### src/hdl/kv_settings.svh
// key vault sizing
// entry count and entry depth of the key store, plus the widths of the
// key buffer and the message block buffer fed by the read path
`ifndef KV_SETTINGS_SVH
`define KV_SETTINGS_SVH

// number of entries held by the key store
`define KV_NUM_ENTRIES 8

// dwords per entry, one entry fills a whole message block
`define KV_ENTRY_DWORDS 32

// key buffer width in bits, 12 dwords
`define KV_KEY_WIDTH 384

// message block buffer width in bits, 32 dwords
`define KV_BLOCK_WIDTH 1024

`endif

### src/hdl/kv_defines_pkg.sv
// key vault shared types
// dword, index, offset, pad size and destination buffer types used by the
// store, the copy fsm and the destination buffers
`include "kv_settings.svh"

package kv_defines_pkg;

    // one word of an entry or of a destination buffer
    typedef logic [31:0] kv_dword_t;

    // selects one entry of the store
    typedef logic [$clog2(`KV_NUM_ENTRIES)-1:0] kv_entry_idx_t;

    // selects one dword inside an entry
    typedef logic [$clog2(`KV_ENTRY_DWORDS)-1:0] kv_offset_t;

    // block data size, stored as the dword count minus one
    typedef logic [4:0] kv_pad_size_t;

    // key buffer, dword 0 sits in the low bits
    typedef kv_dword_t [`KV_KEY_WIDTH/32-1:0] kv_key_t;

    // message block buffer, same dword ordering as the key
    typedef kv_dword_t [`KV_BLOCK_WIDTH/32-1:0] kv_block_t;

endpackage

### src/hdl/kv_dest_buffer.sv
// key vault destination buffer
// collects the dwords of one copy, taking either store data or a pad
// dword per write, and flags the contents valid once the copy is done
`timescale 1ns/10ps

module kv_dest_buffer #(
    parameter type buf_t = kv_defines_pkg::kv_key_t,
    localparam int NUM_DWORDS = $bits(buf_t) / 32,
    localparam int OFFSET_W = $clog2(NUM_DWORDS)
) (
    input  logic                        clk,
    input  logic                        rst_b,
    input  logic                        write_en,
    input  logic [OFFSET_W-1:0]         write_offset,
    input  logic                        write_pad,
    input  kv_defines_pkg::kv_dword_t   src_data,
    input  kv_defines_pkg::kv_dword_t   pad_data,
    input  logic                        done,
    output buf_t                        buf_out,
    output logic                        valid
);
    import kv_defines_pkg::*;

    buf_t      buf_q;
    kv_dword_t write_data;
    logic      valid_q;

    // pad dwords replace store data from the start-of-pad dword onward
    assign write_data = write_pad ? pad_data : src_data;

    always_ff @(posedge clk) begin
        if (write_en) begin
            buf_q[write_offset] <= write_data;
        end
    end

    // the flag drops with the first write of a new copy and comes back
    // on the edge that closes the done cycle
    always_ff @(posedge clk or negedge rst_b) begin
        if (!rst_b) begin
            valid_q <= 1'b0;
        end else if (write_en) begin
            valid_q <= 1'b0;
        end else if (done) begin
            valid_q <= 1'b1;
        end
    end

    // masking with write_en takes valid low already in the cycle of the
    // first write rather than one cycle later
    assign valid   = valid_q & ~write_en;
    assign buf_out = buf_q;

endmodule

### config.mk
export PLATFORM = sky130hd
export DESIGN_NAME = kv_dest_buffer
export DESIGN_NICKNAME = d
export VERILOG_FILES = /design/src/hdl/kv_defines_pkg.sv /design/src/hdl/kv_dest_buffer.sv
export VERILOG_INCLUDE_DIRS = /design/src /design/src/hdl
export SDC_FILE = /design/constraint.sdc
export NUM_CORES = 1
export LEC_CHECK = 0
export BUFFER_PORTS_ARGS = -buffer_cell sky130_fd_sc_hd__buf_2
export CAP_MARGIN = 10
export CORE_MARGIN = 3
export CORE_UTILIZATION = 40
export DETAILED_ROUTE_END_ITERATION = 10
export PLACE_DENSITY = 0.71
export SYNTH_ARGS = -nofsm -noshare
export SYNTH_HDL_FRONTEND = slang
export SYNTH_SLANG_ARGS = --single-unit
### constraint.sdc
create_clock -name clk -period 1.45 [get_ports clk]
set_input_delay 0.145 -clock clk [delete_from_list [all_inputs] [get_ports clk]]
set_output_delay 0.145 -clock clk [all_outputs]
set_load 0.02 [all_outputs]
# Yosys cells after proc, flatten, opt, wreduce, memory -nomap -nowiden
# Index checks and enable logic that the tools add are counted.
# totals
regBits	385
latchBits	0
ram_bits	0
romBits	0
inputBits	73
output_inout_bits	385
wordCells	25
mem_count	0
# op_classes
n_addsub	0
n_mul	0
n_div	0
n_lt_le_gt_ge	2
eq_ne	0
shift	0
mux	6
bitwise	2
n_reduce_logical	2
# op_table
op	n
bitwise mux 384 bit	1
demux 32 bit (select 4 bit)	1
two-way mux 32 bit	2
< comparator 4 x 5 -> 1 bit (second input constant)	1
greater-or-equal comparator 4 x 1 -> 1 bit (second input constant)	1
two-way mux 1 bit	2
nonzero test 2 bit	1
AND 1 bit	1
logical AND 1 bit	1
inverter 1 bit	1

# Longest topological paths before layout
# depth
word_depth	5
depth_mapped	3
ltp_nobuf	2

# Least setup slack after synthesis
# No wires, ideal clock.
# synth_path
kind	input-to-reg
startpoint	input port write_offset[0]
endpoint	register buf_q (netlist bit buf_out[0]) (enable)
setup_ns	0.505
arrival_ns	3.392
required_time_ns	0.945
slack_ns	-2.447
cell_stages	2
n_path_buf	0
cell_sequence	nand2b_1 > nor4_1
# synth_lines
item	line	text
from (decl)	kv_dest_buffer.sv:14	input logic [OFFSET_W-1:0] write_offset,
to (signal, indexed assignment)	kv_dest_buffer.sv:33	buf_q[write_offset] <= write_data;
to (decl)	kv_dest_buffer.sv:24	buf_t buf_q;

# Worst setup path after layout
# layout_path
startpoint	register valid_q
endpoint	output port valid
# layout_via
elab_chain_len	1
# layout_rtl
item	line	text
from (decl)	kv_dest_buffer.sv:26	logic valid_q;
from (signal assigned)	kv_dest_buffer.sv:41	valid_q <= 1'b0;
from (signal assigned)	kv_dest_buffer.sv:43	valid_q <= 1'b0;
from (signal assigned)	kv_dest_buffer.sv:45	valid_q <= 1'b1;
AND 1 bit	kv_dest_buffer.sv:51	assign valid = valid_q & ~write_en;
to (decl)	kv_dest_buffer.sv:20	output logic valid
# No other way between the ends.

==> run metrics <==
commonest non-fill, non-tap cells in the layout=buf_2, edfxtp_1, clkbuf_16; H-tree Lvls=2; Post-Syn Instances=443; CP Capture Type=output pin; die width=180 um; area leader, netlist=edfxtp_1; Starting Density=41.3%; crit path kind=reg2out; RSZ-0062 raised after global routing=no; Final min period=1.30 ns; CTS root buf=clkbuf_16; wire length of the first global-routing pass=47.4 mm; Max-Cap Viols=0; Startpoint Class=flip-flop; wirelength, routed=roughly 33 mm; height of the die=180 um; crit path DAT=roughly 1.2 ns; post-synth top area share=around 95%; Std-Cell Core Area=0.0292 mm2; outcome=complete, no violations; initial antenna violation count=3; GR Util All Layers=between 10% and 20%; Placed Area=~0.015 mm2; via count=6664; commonest non-fill, non-tap cell in the layout=buf_2; die area=0.0323 mm2; fraction of registers with async set/reset=0.260%; CTS tree=done; Critical Path Fanout Max=2; total gr overflow=0; number of enable flip-flop cells after synthesis=384; setup tns final=0 ns; area occupied by multi-input gates=approximately 640 um2; ys flop type=edfxtp_1; Clock Tree Buf Depth=3; top achievable clock speed=771 MHz; register area share after synthesis=95.7%; Setup Skew=0 ns; Hold Crit Class=in2reg; nets=1045; GPL Wtd Cong=~0.82; Routed Antenna Nets=0; Peak VDD IR=0.950 mV; DP Wirelength=~23 mm; average cell area after synthesis=between 20 and 30 um2; share of cells above drive strength 1=59.2%; Row Count=just over 60; Final Power=between 20 and 25 mW; Slew headroom=75.1%; CTS Buf Count=37; P_leak=~6.3 nW; Clock Latency Late Sink=0.49 ns; netlist area before placement=0.0121 mm2; fill cell count=2195; clock slew at reported path FFs=roughly 0.060 ns; ranking of synthesized cells by area=edfxtp_1, mux2_2, buf_6, mux2_1, nor2_1; post-route design area=0.0167 mm2; vias per std cell=4.83; pre-CTS setup slack=-0.0284 ns; router iterations before antenna repair=5; largest net degree at the start of global routing=28; critical path data required time=1.31 ns; Final Hold Vio Count=0; Max Slew Vio Count=0; drt initial violations=622; synth unique cells=15; Ports=~460; net count after synthesis=516; PwrDens=between 1000 and 1500 mW/mm2; flip-flop and latch area=0.0116 mm2; DRC viols=0; IO buf count=457; CTS Hold Buffers Added=4; Tcrit/Tclk final=89.4%; area delta synth->final=38.6%; final setup vio count=0; Yosys reg bits=385; vias in the first global route=6966; Worst-Margin Slew=0.373 ns; clock sinks=approximately 390; Ys Warns=0; worst setup margin=0.154 ns; post-CTS sizing=0; # Post-CTS Setup Buffers=0; routed len/inst=23.9 um
## sequential cells by signal, summed over array words and instances, names as in the netlist
register and cells:
buf_out 384, valid_q 1
## layer usage
metal  wire length (um)  global-route usage (%)  up-vias
met5                  7                       0        -
met4                841                    5.79        2
met3               3130                    6.16       58
met2              16900                    34.2      432
met1              12100                    24.2     3316
li1                   -                       -     2856
## power breakdown
group          leakage [nW]  switching (mW)  internal, mW
combinational          2.25           0.769         0.355
clock                 0.594            3.82          5.70
sequential             3.48          0.0811          12.6
total                  6.33            4.67          18.6
## per-stage QoR
stage	hold slack (ns)	util (%)	cells
after CTS	0.0787	57.2	1380
after global placement	-0.0794	53.0	1313
after floorplan	-0.151	-	443
after global routing	0.105	57.3	1381
final	0.114	57.3	1381
after detailed placement	-0.0771	53.0	1313
## Yosys cell counts (all sizes together) (2+ instances only)
library cell  count
buf               4
edfxtp          384
mux2             32
nand2b            2
nand3b            2
nor2              8
nor3              4
nor4              2
## cells by family after synthesis
| group | synth area share [%] |
|---|---|
| buf+inv | 0.373 |
| simple gates | 0.963 |
| flops | 95.7 |
| mux | 2.98 |
## path summary, 6_finish.rpt
check	from	end	slack [ns]	depth (start not counted)
worst max-delay path	valid_q	valid	0.15	2
worst min-delay path	src_data[16]	buf_out[112]	0.11	2
worst max register to register	valid_q	valid_q	0.25	3
worst min register to register	valid_q	valid_q	1.04	3
max in group asynchronous	rst_b	valid_q	0.87	3
min in group asynchronous	rst_b	valid_q	0.48	3
## worst max-delay path: stages (launching register included)
cell     delay [ns]
dfrtp_1        0.37
nor2b_1        0.13
buf_2          0.16
## final cells by class
type	count	area share [%]
diodes	1	0.0149
clock buffers	42	5.77
clock inverters	21	1.49
multi-input cells	54	3.83
flip-flops and latches	385	69.0
well taps	384	2.87
repair buffers	494	17.0
No activity file was read; power rests on OpenSTA's default activity.
