<file path="config.mk">
export PLATFORM = sky130hd
export DESIGN_NAME = kv_fsm
export DESIGN_NICKNAME = d
export VERILOG_FILES = /design/src/hdl/kv_defines_pkg.sv /design/src/hdl/kv_fsm.sv
export VERILOG_INCLUDE_DIRS = /design/src /design/src/hdl
export SDC_FILE = /design/constraint.sdc
export NUM_CORES = 1
export LEC_CHECK = 0
export BUFFER_PORTS_ARGS = -buffer_cell sky130_fd_sc_hd__buf_4
export CAP_MARGIN = 0
export CORE_MARGIN = 2
export CORE_UTILIZATION = 25
export DETAILED_ROUTE_END_ITERATION = 10
export GPL_TIMING_DRIVEN = 0
export SLEW_MARGIN = 20
export SYNTH_ARGS = -nofsm -noshare
export SYNTH_HDL_FRONTEND = slang
export SYNTH_SLANG_ARGS = --single-unit
</file>
<file path="constraint.sdc">
create_clock -name clk -period 1.5 [get_ports clk]
set_input_delay 0.3 -clock clk [delete_from_list [all_inputs] [get_ports clk]]
set_output_delay 0.3 -clock clk [all_outputs]
set_load 0.01 [all_outputs]
</file>
<file path="src/hdl/kv_settings.svh">
// key vault sizing
// entry count and entry depth of the key store, plus the widths of the
// key buffer and the message block buffer fed by the read path
`ifndef KV_SETTINGS_SVH
`define KV_SETTINGS_SVH

// number of entries held by the key store
`define KV_NUM_ENTRIES 8

// dwords per entry, one entry fills a whole message block
`define KV_ENTRY_DWORDS 32

// key buffer width in bits, 12 dwords
`define KV_KEY_WIDTH 384

// message block buffer width in bits, 32 dwords
`define KV_BLOCK_WIDTH 1024

`endif

</file>
<file path="src/hdl/kv_defines_pkg.sv">
// key vault shared types
// dword, index, offset, pad size and destination buffer types used by the
// store, the copy fsm and the destination buffers
`include "kv_settings.svh"

package kv_defines_pkg;

    // one word of an entry or of a destination buffer
    typedef logic [31:0] kv_dword_t;

    // selects one entry of the store
    typedef logic [$clog2(`KV_NUM_ENTRIES)-1:0] kv_entry_idx_t;

    // selects one dword inside an entry
    typedef logic [$clog2(`KV_ENTRY_DWORDS)-1:0] kv_offset_t;

    // block data size, stored as the dword count minus one
    typedef logic [4:0] kv_pad_size_t;

    // key buffer, dword 0 sits in the low bits
    typedef kv_dword_t [`KV_KEY_WIDTH/32-1:0] kv_key_t;

    // message block buffer, same dword ordering as the key
    typedef kv_dword_t [`KV_BLOCK_WIDTH/32-1:0] kv_block_t;

endpackage

</file>
<file path="src/hdl/kv_fsm.sv">
// key vault copy control
// walks one dword offset through a destination buffer, strobing writes of
// store data and, when padding is enabled, of generated pad dwords, then
// pulses done for one cycle and returns to idle
`timescale 1ns/10ps
`include "kv_settings.svh"

module kv_fsm #(
    parameter int DATA_WIDTH = `KV_KEY_WIDTH,
    parameter bit PAD = 1'b0,
    localparam int NUM_DWORDS = DATA_WIDTH / 32,
    localparam int OFFSET_W = $clog2(NUM_DWORDS)
) (
    input  logic                           clk,
    input  logic                           rst_b,
    input  logic                           start,
    input  kv_defines_pkg::kv_pad_size_t   pad_data_size,
    output logic [OFFSET_W-1:0]            read_offset,
    output logic                           write_en,
    output logic [OFFSET_W-1:0]            write_offset,
    output logic                           write_pad,
    output kv_defines_pkg::kv_dword_t      pad_data,
    output logic                           done
);
    import kv_defines_pkg::*;

    // the counter must hold the full block dword count, so it is sized for
    // the widest destination whatever this instance copies
    localparam int CNT_W = $clog2(`KV_BLOCK_WIDTH / 32) + 1;

    // the length dword only fits when the data leaves room past the
    // start-of-pad dword, which for a 32 dword block means sizes below 27
    localparam int LEN_LIMIT = NUM_DWORDS - 5;

    typedef enum logic [1:0] {
        S_IDLE = 2'b00,
        S_COPY = 2'b01,
        S_PAD  = 2'b11,
        S_DONE = 2'b10
    } state_e;

    state_e           state;
    state_e           state_nxt;
    logic [CNT_W-1:0] offset;
    logic [CNT_W-1:0] offset_nxt;
    kv_pad_size_t     size_q;
    logic [CNT_W-1:0] size_dwords;
    logic [CNT_W-1:0] data_dwords;
    kv_dword_t        pad_len;

    // size is captured with the start so a later change on the input
    // cannot reshape a copy in flight
    assign size_dwords = CNT_W'(size_q) + CNT_W'(1);

    // with padding the data part ends after size+1 dwords, clamped to the
    // destination, and without padding the whole destination is data
    always_comb begin
        data_dwords = CNT_W'(NUM_DWORDS);
        if (PAD && (size_dwords < CNT_W'(NUM_DWORDS))) begin
            data_dwords = size_dwords;
        end
    end

    // message length in bits plus one block of prefix
    assign pad_len = 32'(data_dwords) * 32'd32 + 32'd1024;

    // pad dword for the current offset
    // start-of-pad wins over the length when both land on the last dword
    always_comb begin
        pad_data = '0;
        if (offset == data_dwords) begin
            pad_data = 32'h8000_0000;
        end else if ((offset == CNT_W'(NUM_DWORDS - 1)) &&
                     (size_q < kv_pad_size_t'(LEN_LIMIT))) begin
            pad_data = pad_len;
        end
    end

    always_comb begin
        state_nxt  = state;
        offset_nxt = offset;
        write_en   = 1'b0;
        write_pad  = 1'b0;
        done       = 1'b0;
        case (state)
            S_IDLE: begin
                if (start) begin
                    state_nxt = S_COPY;
                end
            end
            S_COPY: begin
                write_en   = 1'b1;
                offset_nxt = offset + CNT_W'(1);
                // a full size block skips the pad state altogether
                if (offset_nxt == CNT_W'(NUM_DWORDS)) begin
                    state_nxt = S_DONE;
                end else if (PAD && (offset_nxt == data_dwords)) begin
                    state_nxt = S_PAD;
                end
            end
            S_PAD: begin
                write_en   = 1'b1;
                write_pad  = 1'b1;
                offset_nxt = offset + CNT_W'(1);
                if (offset_nxt == CNT_W'(NUM_DWORDS)) begin
                    state_nxt = S_DONE;
                end
            end
            S_DONE: begin
                done       = 1'b1;
                offset_nxt = '0;
                state_nxt  = S_IDLE;
            end
            default: begin
                state_nxt  = S_IDLE;
                offset_nxt = '0;
            end
        endcase
    end

    always_ff @(posedge clk or negedge rst_b) begin
        if (!rst_b) begin
            state  <= S_IDLE;
            offset <= '0;
            size_q <= '0;
        end else begin
            state  <= state_nxt;
            offset <= offset_nxt;
            if ((state == S_IDLE) && start) begin
                size_q <= pad_data_size;
            end
        end
    end

    // source and destination advance together, dword for dword
    assign read_offset  = offset[OFFSET_W-1:0];
    assign write_offset = offset[OFFSET_W-1:0];

endmodule

</file>
---- Yosys cells after proc, flatten, opt, wreduce, memory -nomap -nowiden ----
Index checks and enable logic that the tools add are counted.
cells by class
  add/subtract/negate cells ............... 1
  magnitude comparators ................... 1
  eq/ne operators ......................... 8
  muxes and demuxes ....................... 9
  reductions and logical operators ........ 6
operators by type and width
  cell                                                         number
  two-way mux 32 bit                                           1
  == test 6 x 4 -> 1 bit (second input constant)               3
  one-hot mux 6 bit (2 select lines)                           1
  two-way mux 11 bit                                           1
  adder 6 x 1 -> 6 bit (second input constant)                 1
  one-hot mux 2 bit (3 select lines)                           1
  less-than comparator 5 x 3 -> 1 bit (second input constant)  1
  == test 2 bit (second input constant)                        2
  two-way mux 2 bit                                            2
  two-way mux 1 bit                                            3
  == test 2 x 1 -> 1 bit (second input constant)               1
  logical AND 1 bit                                            2
  zero test 2 bit                                              1
  != test 2 x 1 -> 1 bit (second input constant)               1
  != test 2 bit (second input constant)                        1
  AND reduction 2 bit                                          1
  nonzero test 2 bit                                           1
  OR reduction 2 bit                                           1
storage, ports and cells
  register bits ........................... 13
  input bits .............................. 8
  output and inout port bits .............. 43
  word-level logic and storage cells ...... 28

---- Logic depth before layout (Yosys ltp) ----
Gate-level depths: netlist of run 1.
  word-level depth ........................ 4
  gate-level depth with buffers ........... 4
  gate-level depth less buffers ........... 4

---- Least setup slack after synthesis of run 1 ----
OpenSTA, ideal clock, no wires.
  kind .................................... register to output
  start point ............................. register offset[0]
  end point ............................... output port pad_data[10]
  data arrival time ....................... 1.561 ns
  required time ........................... 1.200 ns
  slack ................................... -0.361 ns
  stages on the path, launching flop included .. 5
  buffers on the path ..................... 1
  path through ............................ dfrtp_1 -> ha_1 -> nand4b_1 -> nor4_1 -> buf_4
between the ends
  word-level cells in the longest chain between the ends .. 4
  elaborated cells on any way between the ends .. 5
  classes of those cells .................. eq/ne: 2; mux: 2; reduce/logical: 1
ends and longest elaborated chain
  item                    RTL line       RTL
  from (decl)             kv_fsm.sv:44   logic [CNT_W-1:0] offset;
  from (signal assigned)  kv_fsm.sv:128  offset <= offset_nxt;
  == test 6 x 4 -> 1 bit  kv_fsm.sv:73   end else if ((offset == CNT_W'(NUM_DWORDS - 1)) &&
  logical AND 1 bit       kv_fsm.sv:73
  two-way mux 11 bit      kv_fsm.sv:73
  two-way mux 32 bit (*)  kv_fsm.sv:71   if (offset == data_dwords) begin
  to (decl)               kv_fsm.sv:22   output kv_defines_pkg::kv_dword_t pad_data,
Every way passes the cells marked *; elsewhere a longest branch is shown, timed or not.

---- Worst setup path after layout of run 1 ----
  start point ............................. register offset[1]
  end point ............................... output port pad_data[10]
The elaborated chain is that of the path after synthesis.

==> reports/summary.md, run 1 <==
## Place
* 0.647 — final estimated routing congestion in global placement
* -0.243 ns — worst slack after detailed placement
* 22 — number of port buffers
* 1360 um — placed wire-length estimate
* 1270 um^2 — area after detailed placement
* 190 — # placed instances

## Power and ir drop
* 0.00153 W — Internal Pwr Total
* 1610 nW/um^2 — Pwr Density
* 35.1% — switching power share of the total
* 57.8% — Combinational Power Share
* 0.774 nW — Leakage Power
* 0.000826 W — switching pwr
* 13.5% — proportion of power drawn by the clock network
* 28.7% — portion of total power attributed to sequential cells
* 0.712 mV — peak ir drop on the vdd network

## Final layout
* 58.7% — layout cell share with drive strength beyond 1
* 330 um^2 — sequential cell area
* 203 — Non-Filler Instances
* 434 um^2 — area taken by multi-input logic gates
* 1460 um^2 — final std cell area, no fill
* 0 — diode insertion count for antenna repair
* 379 — filler instances
* 166 — Total Nets Final
* 57.3% — layout-stage area growth over the synthesis result

## Clock tree
* 0.25 ns — worst-skew pair later-pin latency
* built — TritonCTS clock tree
* 1 — CTS H-tree depth
* sky130_fd_sc_hd__clkbuf_8 — CTS Root Cell
* 3 — number of CTS-inserted buffers
* 13 — TritonCTS sink count
* 2 — maximum buffer depth of the clock tree
* 0.06 ns — clock-pin slew on the worst setup and hold paths

## Detailed routing
* 1870 um — total wire length after detailed routing
* 728 — DR vias
* 9 — DRC marker count from the first detailed-route iteration
* 0 — Routed Antenna Nets
* 9.19 um — detail-routed net length per standard cell
* 3 — Pre-Repair DR Iteration Count
* 0 — DRC viols
* 3.59 — ratio of routed vias to standard cells

## Worst hold path
* primary input to register — worst hold-check path type

## Yosys
* 5.65% — post-synthesis compound-gate area fraction
* 34.9% — fraction of the yosys area taken by sequential cells
* buffers and inverters — largest family of logic cells by synthesized area
* sky130_fd_sc_hd__dfrtp_1 — dominant synthesized flop cell
* 10.0 um^2 — Post-Syn Area per Cell
* 100% — fraction of synthesis flops using an asynchronous set or reset pin
* 0.941% — xor and xnor fraction of the mapped netlist area
* 0 — number of flops mapped to enable cells by yosys
* 13 — post-synthesis register bit count
* 11.4% — portion of netlist area occupied by mux cells
* 931 um^2 — total standard cell area after synthesis
* 10.1% — simple-gate share of the synthesized area
* 2.69% — adder-cell share of the synthesized area
* 29 — distinct cell type count after synthesis
* 93 — Syn Inst Count
* 0 — Synth warnings

## Timing
* 0 — pins over their slew limit
* yes — setup repair after global routing missed its margin
* -0.309 ns — final setup margin
* 0.00360 ns — largest clock skew in the final design
* 0.282 ns — WHS
* 0 — Final Hold Viols
* 4 — number of setup violations in the final report
* -0.923 ns — Total Neg Setup Slack
* 1.81 ns — post-layout min period
* 121% — final clock period utilization by the worst path
* 553 MHz — maximum clock rate

## Floorplan
* 51 — I/O pin total
* 65.0 um — Horiz. Die Dim
* 25.6% — Initial Util
* 22 — row count
* 3630 um^2 — area of the core
* 4230 um^2 — die area
* 65.0 um — floorplan die height

## GRT
* 0 — global route overflow
* 0 — initial antenna violation count
* 650 — number of global-route vias before repair
* 14 — pin count of the biggest net entering global routing
* 2900 um — first-pass GRT wire length
* 8.94% — total routing usage reported by global routing

## Outcome
* finished with violations — outcome
* negative setup slack — violations in the final reports

## Critical path
* 1.51 ns — Critical Path AT
* sky130_fd_sc_hd__dfrtp_2 — Critical Path Slowest Stage Cell
* 0.40 ns — delay contributed by the slowest stage of the critical path
* 3 — crit path max fanout
* register to primary output — Crit Path Class
* 2 — buffers plus inverters on the worst setup path
* ha_4, nand4b_1, nor4_4, buf_4, buf_6 — CP cell instances
* register — kind of start point of the critical path
* 1.20 ns — data required time at the worst endpoint
* primary output — critical path capture point type
* simple AND/OR/NAND/NOR gates — cell family contributing the most delay on the critical path

## Flow run
* 0 — max-cap violations

==> what timing repair did <==
item / CTS / global route
hold buffers: 1 / 0
pin swaps: 3 / 4
buffers inserted: 5 / 3
gates resized for setup: 9 / 15
endpoints found under the setup margin: 6 / 5
hold endpoints to repair: 13 / 0
==> layer usage <==
metal  track usage, %  up-vias  wire, um  share of wire (%)
met5                0        -         0                  0
met4             1.56        0        29                1.6
met3             3.99        5       224                 12
met2             16.6       42       949                 51
met1             9.33      317       662                 35
li1                 -      364         -                  -
==> worst paths after layout <==
check                                      start           end  slack (ns)  depth (start not counted)
worst max-delay path                   offset[1]  pad_data[10]       -0.31                          5
worst min-delay path            pad_data_size[0]     size_q[0]        0.28                          2
worst max register to register          state[0]     size_q[4]        0.13                          4
worst min register to register         size_q[0]     size_q[0]        0.51                          1
max in group asynchronous                  rst_b     offset[2]        0.89                          2
min in group asynchronous                  rst_b     size_q[1]        0.43                          2
==> state kept, by name, summed over array words and instances, names as in the netlist <==
register	flops
size_q	5
state	2
offset	6
==> power by group through the flow <==
| stage | Combinational, W | Sequential [W] | Clock, W |
|---|---|---|---|
| detailed placement | 0.00101 | 0.000713 | 0 |
| CTS | 0.00119 | 0.000667 | 0.000323 |
| global route | 0.00150 | 0.000696 | 0.000346 |
| finish | 0.00136 | 0.000675 | 0.000319 |
| global placement | 0.000988 | 0.000701 | 0 |
| floorplan | 0.000725 | 0.000664 | 0 |
==> cells by family after synthesis <==
family,count (synthesis)
buffers and inverters,44
and+or+nand+nor,16
DFF,13
AOI/OAI and AO/OA,8
muxes,8
adders and majority gates,2
other,1
xor gates and xnor gates,1
==> worst register-to-register path: stages, from the launching register on <==
cell and delay (ns):
sky130_fd_sc_hd__dfrtp_2 0.44, sky130_fd_sc_hd__nor2_2 0.20, sky130_fd_sc_hd__and2_1 0.18, sky130_fd_sc_hd__buf_6 0.14, sky130_fd_sc_hd__mux2_4 0.30
==> Yosys cell counts (2+ instances only) <==
cell type	instances	area [um^2]
sky130_fd_sc_hd__mux2i_1	2	20.0
sky130_fd_sc_hd__buf_4	38	285
sky130_fd_sc_hd__o21ai_0	2	10.0
sky130_fd_sc_hd__mux2_4	5	75.1
sky130_fd_sc_hd__dfrtp_1	13	325
sky130_fd_sc_hd__and2_1	2	12.5
sky130_fd_sc_hd__nand3_1	2	10.0
sky130_fd_sc_hd__inv_1	3	11.3
sky130_fd_sc_hd__nand4_1	2	12.5
sky130_fd_sc_hd__clkbuf_1	2	7.51
sky130_fd_sc_hd__a22o_1	2	17.5
sky130_fd_sc_hd__ha_1	2	25.0
sky130_fd_sc_hd__nor2_1	2	7.51
==> cell type report <==
type                    count  area share, %
plain buffers              41           21.0
inverters                   3           1.11
clock buffers               3           2.82
clock inverters             1          0.342
multi-input cells          63           29.7
well taps                  48           4.10
flip-flops and latches     13           22.6
repair buffers             31           18.4
==> stage by stage <==
stage / total power [W] / utilization (%)
after detailed placement: 0.00172 / 35.1
after floorplan: 0.00139 / -
final: 0.00235 / 40.3
after global routing: 0.00254 / 40.3
after global placement: 0.00169 / 35.1
after CTS: 0.00218 / 38.4
==> cells in the final DEF (no fill, tap or decap), types with 2 or more instances in the layout <==
master,netlist,layout
sky130_fd_sc_hd__dfrtp_1,13,9
sky130_fd_sc_hd__and2_1,2,2
sky130_fd_sc_hd__dfrtp_2,0,4
sky130_fd_sc_hd__buf_4,38,60
sky130_fd_sc_hd__clkbuf_8,0,3
sky130_fd_sc_hd__nor2_2,1,2
sky130_fd_sc_hd__a22o_1,2,2
sky130_fd_sc_hd__nand3_1,2,2
sky130_fd_sc_hd__nand4_1,2,2
sky130_fd_sc_hd__inv_4,0,2
sky130_fd_sc_hd__o21ai_0,2,2
sky130_fd_sc_hd__mux2_4,5,5
sky130_fd_sc_hd__conb_1,1,28
sky130_fd_sc_hd__buf_6,1,10
sky130_fd_sc_hd__ha_4,0,2
sky130_fd_sc_hd__mux2i_1,2,2
Note: power is estimated with default switching activity, not from simulation.
==> inputs of run 2 (changes only) <==
Settings changed: CORE_MARGIN 2 to unset, CORE_UTILIZATION 25 to 39, PLACE_DENSITY set to 0.74, SKIP_CTS_REPAIR_TIMING set to 1.
==> reports/summary.md, run 2 (synthesized netlist as in run 1, its figures left out) <==
## Timing
* 522 MHz — maximum clock rate, -5.5%
* 0 — pins over their slew limit, unchanged
* -1.28 ns — Total Neg Setup Slack, -0.356 ns
* 0 — Final Hold Viols, unchanged
* 1.91 ns — post-layout min period, +0.105 ns
* yes — setup repair after global routing missed its margin
* -0.414 ns — final setup margin, -0.105 ns
* 128% — final clock period utilization by the worst path, +7.0 points
* 0.00262 ns — largest clock skew in the final design, -0.000972 ns
* 4 — number of setup violations in the final report, unchanged

## Clock tree
* 3 — number of CTS-inserted buffers, unchanged
* 13 — TritonCTS sink count, unchanged
* built — TritonCTS clock tree
* 2 — maximum buffer depth of the clock tree, unchanged
* 1 — CTS H-tree depth, unchanged
* sky130_fd_sc_hd__clkbuf_4 — CTS Root Cell
* 0.27 ns — worst-skew pair later-pin latency, +0.02 ns
* 0.08 ns — clock-pin slew on the worst setup and hold paths, +0.02 ns

## Critical path
* register — kind of start point of the critical path
* ha_4, nand4b_1, nor4_4, buf_4, buf_6 — CP cell instances
* sky130_fd_sc_hd__dfrtp_2 — Critical Path Slowest Stage Cell
* 1.20 ns — data required time at the worst endpoint, about the same
* 4 — crit path max fanout, +1
* 0.43 ns — delay contributed by the slowest stage of the critical path, +0.03 ns
* primary output — critical path capture point type
* 1.61 ns — Critical Path AT, +0.10 ns
* register to primary output — Crit Path Class

## Floorplan
* 41.7% — Initial Util, +16 points
* 50.9 um — floorplan die height, -22%
* 17 — row count, -23%
* 50.9 um — Horiz. Die Dim, -22%
* 51 — I/O pin total, unchanged
* 2590 um^2 — die area, -39%
* 2230 um^2 — area of the core, -39%

## Place
* 1310 um — placed wire-length estimate, -3.3%
* 1250 um^2 — area after detailed placement, -2.0%
* -0.245 ns — worst slack after detailed placement, -0.00211 ns
* 22 — number of port buffers, unchanged
* 0.791 — final estimated routing congestion in global placement, +22%

## Power and ir drop
* 0.815 nW — Leakage Power, +5.2%
* 0.923 mV — peak ir drop on the vdd network, +30%
* 1630 nW/um^2 — Pwr Density, +1.3%
* 0.00244 W — Final Total Pwr, +3.8%

## Outcome
* negative setup slack — violations in the final reports
* finished with violations — outcome

## Final layout
* 195 — filler instances, -49%
* 0 — diode insertion count for antenna repair, unchanged
* 61.2% — layout-stage area growth over the synthesis result
* sky130_fd_sc_hd__buf_4 — most common cell after layout, fill and taps aside
* 176 — Total Nets Final, +6.0%
* 60.0% — layout cell share with drive strength beyond 1, +1.3 points
* offset — largest register by flop count
* 1500 um^2 — final std cell area, no fill, +2.5%
* offset (6), size_q (5), state (2) — registers with the most flip-flops
* 6 — flip-flop count of the largest register after layout, unchanged
* sky130_fd_sc_hd__buf_4, sky130_fd_sc_hd__conb_1, sky130_fd_sc_hd__buf_6 — commonest non-fill, non-tap cells in the layout

## Detailed routing
* 0 — DRC viols, unchanged
* 4.03 — ratio of routed vias to standard cells, +12%
* 4 — Pre-Repair DR Iteration Count, +1
* 778 — DR vias, +6.9%
* 10.0 um — detail-routed net length per standard cell, +9.2%
* 0 — Routed Antenna Nets, unchanged
* 8 — DRC marker count from the first detailed-route iteration, -1
* 1940 um — total wire length after detailed routing, +3.8%

## GRT
* 2420 um — first-pass GRT wire length, -17%
* 0 — initial antenna violation count, unchanged
* 0 — global route overflow, unchanged
* 14 — pin count of the biggest net entering global routing, unchanged
* 557 — number of global-route vias before repair, -14%
* 12.7% — total routing usage reported by global routing, +3.8 points

## Worst hold path
* primary input to register — worst hold-check path type

## Flow run
* 0 — max-cap violations, unchanged

run 2: changes by cell type in the layout (fill, tap and decap cells not counted), sizes merged:
cell and delta:
buf +10, clkbuf +1, clkinv -1
run 2: worst paths after layout:
| check | slack (ns) | end | startpoint | cells past startpoint |
|---|---|---|---|---|
| min | 0.26 | size_q[0] | pad_data_size[0] | 2 |
| min reg2reg | 0.52 | size_q[0] | size_q[0] | 1 |
| min in group asynchronous | 0.41 | size_q[0] | rst_b | 2 |
| max reg2reg | 0.14 | size_q[3] | state[0] | 4 |
| max | -0.41 | pad_data[8] | offset[1] | 5 |
| max in group asynchronous | 0.91 | offset[1] | rst_b | 2 |
run 2: through the flow:
stage | std cells | hold slack (ns) | util, %
after global routing | 193 | 0.234 | 67.2
after global placement | 170 | 0.150 | 56.0
after floorplan | 120 | 0.00441 | -
final | 193 | 0.256 | 67.2
after CTS | 174 | -0.145 | 57.1
after detailed placement | 170 | 0.157 | 56.0
run 2: final cells by class:
| type | count | area [um^2] | share of cell area [%] |
|---|---|---|---|
| Multi-Input combinational cell | 63 | 434 | 28.9 |
| Timing Repair Buffer | 41 | 340 | 22.7 |
| Sequential cell | 13 | 329 | 21.9 |
| Buffer | 41 | 319 | 21.3 |
| Tap cell | 28 | 35.0 | 2.34 |
| Clock buffer | 4 | 26.3 | 1.75 |
| Inverter | 3 | 16.3 | 1.08 |
run 2: routing by layer:
metal	track usage, %	wire (um)	vias to the layer above
met1	14.5	734	352
li1	-	-	387
met3	1.79	124	2
met5	0	0	-
met4	5.56	15	0
met2	23.3	1060	37
run 2: where the power goes:
group / leakage, nW / total, W / internal [W] / switching, W
Sequential: 0.156 / 0.000705 / 0.000522 / 0.000183
Combinational: 0.644 / 0.00152 / 0.000957 / 0.000567
Clock: 0.0150 / 0.000213 / 0.000103 / 0.000110
Total: 0.815 / 0.00244 / 0.00158 / 0.000861
run 2: worst max-delay path, delay by kind of cell (launching register included):
family	cells	cell delay (ns)
adder cells (fa/ha/maj)	1	0.15
flip-flops	1	0.43
AND/OR/NAND/NOR	2	0.51
buffers and inverters	2	0.25
